**src/rtl/fetch_defines.svh**
```systemverilog
`ifndef FETCH_DEFINES_SVH
`define FETCH_DEFINES_SVH

// Fetch restarts here when reset is released.
`define FETCH_RESET_PC 32'h0000_0000

// Must be a power of two so the queue pointers wrap cleanly.
`define FETCH_QUEUE_DEPTH 4

`endif

```
**src/rtl/fetch_pkg.sv**
```systemverilog
`include "fetch_defines.svh"

package fetch_pkg;

    typedef logic [31:0] addr_t;
    typedef logic [31:0] inst_word_t; // A 16-bit instruction sits in bits 15:0.

    // One extra bit above the index tells a full queue from an empty one.
    typedef logic [$clog2(`FETCH_QUEUE_DEPTH):0] qptr_t;

    typedef enum logic [1:0] {
        IDLE,
        SETUP,
        ACCESS
    } apb_state_t;

    typedef enum logic [1:0] {
        RUN,
        WAIT_RESP,
        HALTED
    } seq_state_t;

endpackage

```
**src/rtl/fetch_mem_if.sv**
```systemverilog
interface fetch_mem_if
    import fetch_pkg::*;
();

    logic       req;        // One-cycle request strobe.
    addr_t      req_addr;
    logic       busy;       // High from the cycle after req until resp_valid.
    logic       resp_valid;
    inst_word_t resp_data;

    modport requester (
        output req, req_addr,
        input  busy, resp_valid, resp_data
    );

    modport master (
        input  req, req_addr,
        output busy, resp_valid, resp_data
    );

endinterface

```
**src/rtl/fetch_apb_master.sv**
```systemverilog
module fetch_apb_master
    import fetch_pkg::*;
(
    input  logic       clk,
    input  logic       rst_n,
    fetch_mem_if.master mem,
    output logic       psel,
    output logic       penable,
    output logic       pwrite,
    output addr_t      paddr,
    input  inst_word_t prdata,
    input  logic       pready
);

    apb_state_t state;
    addr_t      addr_q;

    always_ff @(posedge clk or negedge rst_n) begin
        if (!rst_n) begin
            state <= IDLE;
        end else begin
            case (state)
                IDLE:    if (mem.req) state <= SETUP;
                SETUP:   state <= ACCESS;
                ACCESS:  if (pready) state <= IDLE;
                default: state <= IDLE;
            endcase
        end
    end

    // The address is captured with the request and held for the whole transfer.
    always_ff @(posedge clk) begin
        if (state == IDLE && mem.req) begin
            addr_q <= mem.req_addr;
        end
    end

    assign psel    = (state != IDLE);
    assign penable = (state == ACCESS);
    assign pwrite  = 1'b0;              // Instruction fetch only reads.
    assign paddr   = addr_q;

    assign mem.busy       = (state != IDLE);
    assign mem.resp_valid = (state == ACCESS) && pready;
    assign mem.resp_data  = prdata;

    // ACCESS is entered only from the SETUP cycle of the same transfer.
    a_penable_needs_psel: assert property (
        @(posedge clk) disable iff (!rst_n)
        $rose(penable) |-> psel && $past(psel && !penable)
    );

    // A stretched ACCESS phase keeps the same transfer on the bus.
    a_access_stable: assert property (
        @(posedge clk) disable iff (!rst_n)
        (penable && !pready) |=> (penable && $stable(paddr))
    );

endmodule

```
**src/rtl/fetch_queue.sv**
```systemverilog
`include "fetch_defines.svh"

module fetch_queue
    import fetch_pkg::*;
(
    input  logic       clk,
    input  logic       rst_n,
    input  logic       flush,
    input  logic       push,
    input  logic       push_compressed,
    input  inst_word_t push_data,
    input  addr_t      push_pc,
    output logic       full,
    output logic       inst_valid,
    output logic       inst_compressed,
    output inst_word_t inst_data,
    output addr_t      inst_pc,
    input  logic       inst_ready
);

    localparam int IDX_W = $clog2(`FETCH_QUEUE_DEPTH);

    inst_word_t data_mem [`FETCH_QUEUE_DEPTH];
    addr_t      pc_mem   [`FETCH_QUEUE_DEPTH];
    logic       cmp_mem  [`FETCH_QUEUE_DEPTH];

    qptr_t wr_ptr;
    qptr_t rd_ptr;
    logic  pop;

    // Same index with different wrap bits means every slot is taken.
    assign full = (wr_ptr[IDX_W] != rd_ptr[IDX_W]) &&
                  (wr_ptr[IDX_W-1:0] == rd_ptr[IDX_W-1:0]);
    assign inst_valid = (wr_ptr != rd_ptr);
    assign pop        = inst_valid && inst_ready;

    assign inst_data       = data_mem[rd_ptr[IDX_W-1:0]];
    assign inst_pc         = pc_mem[rd_ptr[IDX_W-1:0]];
    assign inst_compressed = cmp_mem[rd_ptr[IDX_W-1:0]];

    always_ff @(posedge clk or negedge rst_n) begin
        if (!rst_n) begin
            wr_ptr <= '0;
            rd_ptr <= '0;
        end else if (flush) begin
            wr_ptr <= '0;   // Flush wins over a push in the same cycle.
            rd_ptr <= '0;
        end else begin
            if (push && !full) wr_ptr <= wr_ptr + qptr_t'(1);
            if (pop) rd_ptr <= rd_ptr + qptr_t'(1);
        end
    end

    always_ff @(posedge clk) begin
        if (push && !full && !flush) begin
            data_mem[wr_ptr[IDX_W-1:0]] <= push_data;
            pc_mem[wr_ptr[IDX_W-1:0]]   <= push_pc;
            cmp_mem[wr_ptr[IDX_W-1:0]]  <= push_compressed;
        end
    end

endmodule

```
**src/rtl/fetch_sequencer.sv**
```systemverilog
`include "fetch_defines.svh"

module fetch_sequencer
    import fetch_pkg::*;
(
    input  logic          clk,
    input  logic          rst_n,
    fetch_mem_if.requester mem,
    input  logic          redirect_valid,
    input  addr_t         redirect_pc,
    input  logic          queue_full,
    output logic          push,
    output logic          push_compressed,
    output logic          flush,
    output inst_word_t    push_data,
    output addr_t         push_pc
);

    seq_state_t state;
    addr_t      pc;
    logic       stale;      // The transfer in flight belongs to an abandoned path.
    logic       pd_stop;
    addr_t      pd_next_pc;

    next_pc_predecoder predecoder_i (
        .pc         (pc),
        .word       (mem.resp_data),
        .compressed (push_compressed),
        .stop       (pd_stop),
        .next_pc    (pd_next_pc)
    );

    // A request never goes out on a redirect cycle because the PC is about to change.
    assign mem.req      = (state == RUN) && !queue_full && !redirect_valid;
    assign mem.req_addr = pc;

    assign push      = (state == WAIT_RESP) && mem.resp_valid && !stale && !redirect_valid;
    assign push_data = mem.resp_data;
    assign push_pc   = pc;
    assign flush     = redirect_valid;

    always_ff @(posedge clk or negedge rst_n) begin
        if (!rst_n) begin
            state <= RUN;
            pc    <= `FETCH_RESET_PC;
            stale <= 1'b0;
        end else if (redirect_valid) begin
            pc <= redirect_pc;
            if (state == WAIT_RESP && !mem.resp_valid) begin
                stale <= 1'b1;  // Wait out the old response before starting over.
            end else begin
                state <= RUN;
                stale <= 1'b0;
            end
        end else begin
            case (state)
                RUN: begin
                    if (mem.req) state <= WAIT_RESP;
                end
                WAIT_RESP: begin
                    if (mem.resp_valid) begin
                        if (stale) begin
                            stale <= 1'b0;
                            state <= RUN;
                        end else begin
                            pc    <= pd_next_pc;
                            state <= pd_stop ? HALTED : RUN;
                        end
                    end
                end
                HALTED: state <= HALTED; // Only a redirect gets fetch going again.
                default: state <= RUN;
            endcase
        end
    end

    a_no_push_when_full: assert property (
        @(posedge clk) disable iff (!rst_n) push |-> !queue_full
    );

    a_req_not_busy: assert property (
        @(posedge clk) disable iff (!rst_n) mem.req |-> !mem.busy
    );

endmodule

```
**src/rtl/fetch_top.sv**
```systemverilog
module fetch_top
    import fetch_pkg::*;
(
    input  logic       clk,
    input  logic       rst_n,
    output logic       psel,
    output logic       penable,
    output logic       pwrite,
    output addr_t      paddr,
    input  inst_word_t prdata,
    input  logic       pready,
    input  logic       redirect_valid,
    input  addr_t      redirect_pc,
    output logic       inst_valid,
    output inst_word_t inst_data,
    output addr_t      inst_pc,
    output logic       inst_compressed,
    input  logic       inst_ready
);

    logic       queue_full;
    logic       push;
    logic       push_compressed;
    logic       flush;
    inst_word_t push_data;
    addr_t      push_pc;

    fetch_mem_if mem_if ();

    fetch_apb_master apb_master_i (
        .clk     (clk),
        .rst_n   (rst_n),
        .mem     (mem_if.master),
        .psel    (psel),
        .penable (penable),
        .pwrite  (pwrite),
        .paddr   (paddr),
        .prdata  (prdata),
        .pready  (pready)
    );

    fetch_sequencer sequencer_i (
        .clk             (clk),
        .rst_n           (rst_n),
        .mem             (mem_if.requester),
        .redirect_valid  (redirect_valid),
        .redirect_pc     (redirect_pc),
        .queue_full      (queue_full),
        .push            (push),
        .push_compressed (push_compressed),
        .flush           (flush),
        .push_data       (push_data),
        .push_pc         (push_pc)
    );

    fetch_queue queue_i (
        .clk             (clk),
        .rst_n           (rst_n),
        .flush           (flush),
        .push            (push),
        .push_compressed (push_compressed),
        .push_data       (push_data),
        .push_pc         (push_pc),
        .full            (queue_full),
        .inst_valid      (inst_valid),
        .inst_compressed (inst_compressed),
        .inst_data       (inst_data),
        .inst_pc         (inst_pc),
        .inst_ready      (inst_ready)
    );

endmodule

```
**src/rtl/next_pc_predecoder.sv**
```systemverilog
module next_pc_predecoder
    import fetch_pkg::*;
(
    input  addr_t      pc,
    input  inst_word_t word,
    output logic       compressed,
    output logic       stop,
    output addr_t      next_pc
);

    localparam logic [6:0] OPC_JAL  = 7'b1101111;
    localparam logic [6:0] OPC_JALR = 7'b1100111;

    logic  is_jal;
    logic  is_jalr;
    logic  is_cj;
    logic  is_cjr;
    addr_t jal_imm;
    addr_t cj_imm;

    assign compressed = (word[1:0] != 2'b11);

    assign is_jal  = !compressed && (word[6:0] == OPC_JAL);
    assign is_jalr = !compressed && (word[6:0] == OPC_JALR);

    // C.J lives in quadrant 1 with funct3 101.
    assign is_cj = (word[1:0] == 2'b01) && (word[15:13] == 3'b101);

    // Covers C.JR and C.JALR alike, since bit 12 only selects the link.
    assign is_cjr = (word[1:0] == 2'b10) && (word[15:13] == 3'b100) &&
                    (word[6:2] == 5'd0) && (word[11:7] != 5'd0);

    assign jal_imm = {{12{word[31]}}, word[19:12], word[20], word[30:21], 1'b0};

    assign cj_imm = {{21{word[12]}}, word[8], word[10:9], word[6], word[7],
                     word[2], word[11], word[5:3], 1'b0};

    assign stop = is_jalr || is_cjr; // Register targets are unknown here.

    always_comb begin
        if (is_jal) begin
            next_pc = pc + jal_imm;
        end else if (is_cj) begin
            next_pc = pc + cj_imm;
        end else if (compressed) begin
            next_pc = pc + 32'd2;
        end else begin
            next_pc = pc + 32'd4; // Branches fall through, predicted not taken.
        end
    end

endmodule

```
**config.mk**
```make
export PLATFORM = sky130hd
export DESIGN_NAME = fetch_top
export DESIGN_NICKNAME = d
export VERILOG_FILES = /design/src/rtl/fetch_pkg.sv /design/src/rtl/fetch_mem_if.sv /design/src/rtl/fetch_apb_master.sv /design/src/rtl/fetch_queue.sv /design/src/rtl/fetch_sequencer.sv /design/src/rtl/fetch_top.sv /design/src/rtl/next_pc_predecoder.sv
export VERILOG_INCLUDE_DIRS = /design/src /design/src/rtl
export SDC_FILE = /design/constraint.sdc
export NUM_CORES = 1
export LEC_CHECK = 0
export BUFFER_PORTS_ARGS = -buffer_cell sky130_fd_sc_hd__buf_2
export CAP_MARGIN = 40
export CORE_ASPECT_RATIO = 0.8
export CORE_UTILIZATION = 60
export CTS_CLUSTER_DIAMETER = 40
export DETAILED_ROUTE_END_ITERATION = 8
export PLACE_DENSITY = 0.81
export SLEW_MARGIN = 0
export SYNTH_ARGS = -nofsm -noshare
export SYNTH_HDL_FRONTEND = slang
export SYNTH_SLANG_ARGS = --single-unit
```
**constraint.sdc**
```tcl
create_clock -name clk -period 5.5 [get_ports clk]
set_input_delay 0.825 -clock clk [delete_from_list [all_inputs] [get_ports clk]]
set_output_delay 0.825 -clock clk [all_outputs]
set_load 0.05 [all_outputs]
```
==> impl_metrics.csv <==
group,metric,value,unit
logic_synthesis,synth_edf_count,292,
route,dr.pass1.iters,5,
logic_synthesis,yosys.area_share.adder,5.18,%
job,maxCapViolations,0,
place,place_congestion,0.977,
clocking,insertion_delay,530,ps
route,routedWlPerCell,22.9,um
logic_synthesis,synth_flop_cell,"edfxtp_1",
logic_synthesis,synth_mux_area_share,9.19,%
critical_path,cp-end-kind,"register",
critical_path,critPathLaunchType,"register",
logic_synthesis,netlist_area,16700,um^2
pwr,p_per_area,363,nW/um^2
logic_synthesis,synth-simple-area-share,8.28,%
final_layout,nNetsFinal,1539,
logic_synthesis,synth_compound_area_share,11.9,%
logic_synthesis,syn_nets,1366,
critical_path,crit_arrival,4000,ps
logic_synthesis,synth_xor_area_share,4.18,%
grt,grt_start_max_net_pins,79,
critical_path,crit_type,"reg2reg",
pwr,ir_worst_vdd,0.271,mV
clocking,cts_buffer_depth,3,
sta,rsz0062_at_grt,"false",
sta,hold_viol_final,0,
clocking,clock_sinks,335,
logic_synthesis,synthArstFlopShare,12.8,%
grt,overflow,0,
status,status,"complete, no violations",
clocking,cts_setup_buffers,0,
floorplanning,die_y,151,um
sta,worst_pin_slew,778,ps
place,portBuffers,168,
place,dp.final_hpwl,28600,um
sta,finClkSkew,16.2,ps
logic_synthesis,synthCells,1229,
route,routed_wl,41100,um
logic_synthesis,yosysUniqueCellTypes,76,
sta,period_share,65.1,%
clocking,cts_buffers,38,
floorplanning,die_w,189,um
route,postRouteAntennaNets,0,
sta,slew_headroom,48.1,%
place,pre_cts_slack,1720,ps
critical_path,crit_required,5920,ps
critical_path,ff2ff_setup_slack,1920,ps
logic_synthesis,ys_seq_elements,335,
sta,holdWs,195,ps
critical_path,cp_slowest_stage_delay,710,ps
logic_synthesis,synth_top_family_by_area,"compound AO/OA/AOI/OAI gates",
critical_path,cp_slowest_cell,"dfrtp_1",
critical_path,path_cells,"inv_1 -> fa_1 -> nor2b_1 -> o2111a_1 -> o21ai_1 -> a21o_1 -> a21oi_1 -> nor2_1 -> a211oi_1 -> nand4_1 -> nor3b_1 -> a2111oi_2",
final_layout,fin_util,70.3,%
route,drc,0,
route,via_per_inst,6.34,
clocking,root_buffer,"clkbuf_16",
place,dp.cells,1726,
sta,setup_viol,0,
final_layout,drive_gt1_share,23.8,%
sta,finalWorstSetupSlack,1920,ps
logic_synthesis,yosysWarnings,0,
floorplanning,floorplan.rows,54,
pwr,p_leak,7.10,nW
logic_synthesis,synth_seq_area_share,58.9,%
floorplanning,design.die.area,28500,um^2
grt,track_usage,29.0,%
floorplanning,num_io_pins,170,
critical_path,path_max_fanout,13,
clocking,cts_tree,"built",
sta,finalSetupTns,0,ps
clocking,clk_pin_slew,60,ps
floorplanning,initial_core_util,61.3,%
grt,grt_pass1_vias,10700,
logic_synthesis,syn_area_per_cell,13.6,um^2
sta,drv_slew,0,
clocking,hold_buffers,0,
final_layout,area_growth_syn_to_layout,14.8,%
route,dr.first_iter.drc_count,1345,
final_layout,instances_no_fill,1797,
clocking,ctsResizeCount,0,
sta,period_minus_slack,3580,ps
critical_path,critPathTopFamily,"compound AO/OA/AOI/OAI gates",
grt,grt_pass1_wl,62300,um
sta,max_freq,279,MHz
grt,grt_antenna_before_repair,2,
critical_path,crit_buf_inv,1,
clocking,cts_max_level,2,
min_path,hp-class,"in2async",
route,num_vias,11400,
floorplanning,core,27300,um^2
[cell type report]
| cell class | count | area (um^2) |
|---|---|---|
| Antenna cell | 2 | 5.00 |
| Clock buffer | 48 | 1010 |
| Clock inverter | 21 | 203 |
| Fill cell | 1851 | 8110 |
| Inverter | 27 | 101 |
| Multi-Input combinational cell | 809 | 6490 |
| Sequential cell | 335 | 9850 |
| Tap cell | 364 | 455 |
| Timing Repair Buffer | 191 | 1070 |
[synthesized netlist by cell type (11+ instances only)]
| master | n | share of area, % |
|---|---|---|
| nor3_1 | 19 | 0.57 |
| clkbuf_1 | 34 | 0.76 |
| xor2_1 | 35 | 1.8 |
| nand3_1 | 23 | 0.69 |
| a21oi_1 | 74 | 2.2 |
| o21a_1 | 11 | 0.49 |
| a211oi_1 | 29 | 1.3 |
| inv_1 | 26 | 0.58 |
| nand2_1 | 83 | 1.9 |
| mux4_2 | 65 | 8.8 |
| buf_1 | 11 | 0.25 |
| o21ai_0 | 56 | 1.7 |
| ha_1 | 66 | 4.9 |
| dfrtp_1 | 43 | 6.4 |
| and3_1 | 11 | 0.41 |
| edfxtp_1 | 292 | 52 |
| o211ai_1 | 17 | 0.76 |
| nor2_1 | 77 | 1.7 |
| a21o_1 | 40 | 1.8 |
| nand4_1 | 17 | 0.64 |
| xnor2_1 | 43 | 2.3 |
[kinds of logic after synthesis]
kind of cell | count (synthesis)
and+or+nand+nor | 289
other | 1
buffers and inverters | 85
xor gates and xnor gates | 79
AOI/OAI and AO/OA | 300
adders and majority gates | 68
muxes | 72
DFF | 335
[layer usage]
layer / vias to the layer above / routed length, um / global-route usage, %
met2: 591 / 18000 / 42.7
met1: 5585 / 18500 / 44.8
met3: 70 / 3840 / 5.21
met5: - / 0 / 0
met4: 0 / 741 / 7.22
li1: 5144 / - / -
[state kept, by name, indices dropped and copies added, names as in the netlist]
name,count
apb_master_i.paddr,32
queue_i.cmp_mem,4
queue_i.wr_ptr,3
queue_i.data_mem,128
queue_i.pc_mem,128
apb_master_i.state,2
sequencer_i.stale,1
sequencer_i.mem.req_addr,32
sequencer_i.state,2
queue_i.rd_ptr,3
[stage by stage]
step | power (W) | area (um^2)
after floorplan | 0.00415 | 16700
after global placement | 0.00452 | 17900
after detailed placement | 0.00455 | 18000
after CTS | 0.00696 | 19200
after global routing | 0.00721 | 19200
final | 0.00696 | 19200
[report_power, final]
part	switching, W	leakage, nW	internal [W]
Clock	0.00104	0.591	0.00139
Sequential	0.000160	3.16	0.00291
Combinational	0.000953	3.35	0.000511
Total	0.00215	7.10	0.00480
[worst register-to-register path: cells and delay by family, from the launching register on]
| kind | cells | cell delay, ps |
|---|---|---|
| fa+ha+maj | 1 | 470 |
| simple gates | 4 | 640 |
| buf+inv | 1 | 190 |
| compound gates | 6 | 1450 |
| flops | 1 | 710 |
[layout by cell type (no fill, tap or decap), types with 10 or more instances in the layout]
cell type  count
o211ai_1      17
nand2_1       83
inv_1         26
o21ai_0       56
or3_1         10
mux4_2        65
a21oi_1       74
o21a_1        11
xor2_1        35
a21o_1        40
clkbuf_16     39
edfxtp_1     292
o31ai_1       10
nand3_1       23
nor2_1        76
buf_4         19
nand4_1       17
buf_2        168
ha_1          66
nor3_1        17
xnor2_1       43
dfrtp_1       41
and3_1        11
a211oi_1      29
[final timing paths]
kind	startpoint	end	cells past startpoint
max	sequencer_i.mem.req_addr[2]	sequencer_i.mem.req_addr[31]	12
min	rst_n	sequencer_i.mem.req_addr[23]	1
max reg2reg	sequencer_i.mem.req_addr[2]	sequencer_i.mem.req_addr[31]	12
min reg2reg	sequencer_i.state[1]	sequencer_i.state[0]	1
max in group asynchronous	rst_n	queue_i.rd_ptr[1]	2
min in group clk	redirect_pc[9]	sequencer_i.mem.req_addr[9]	3
Note: power is estimated with default switching activity, not from simulation.
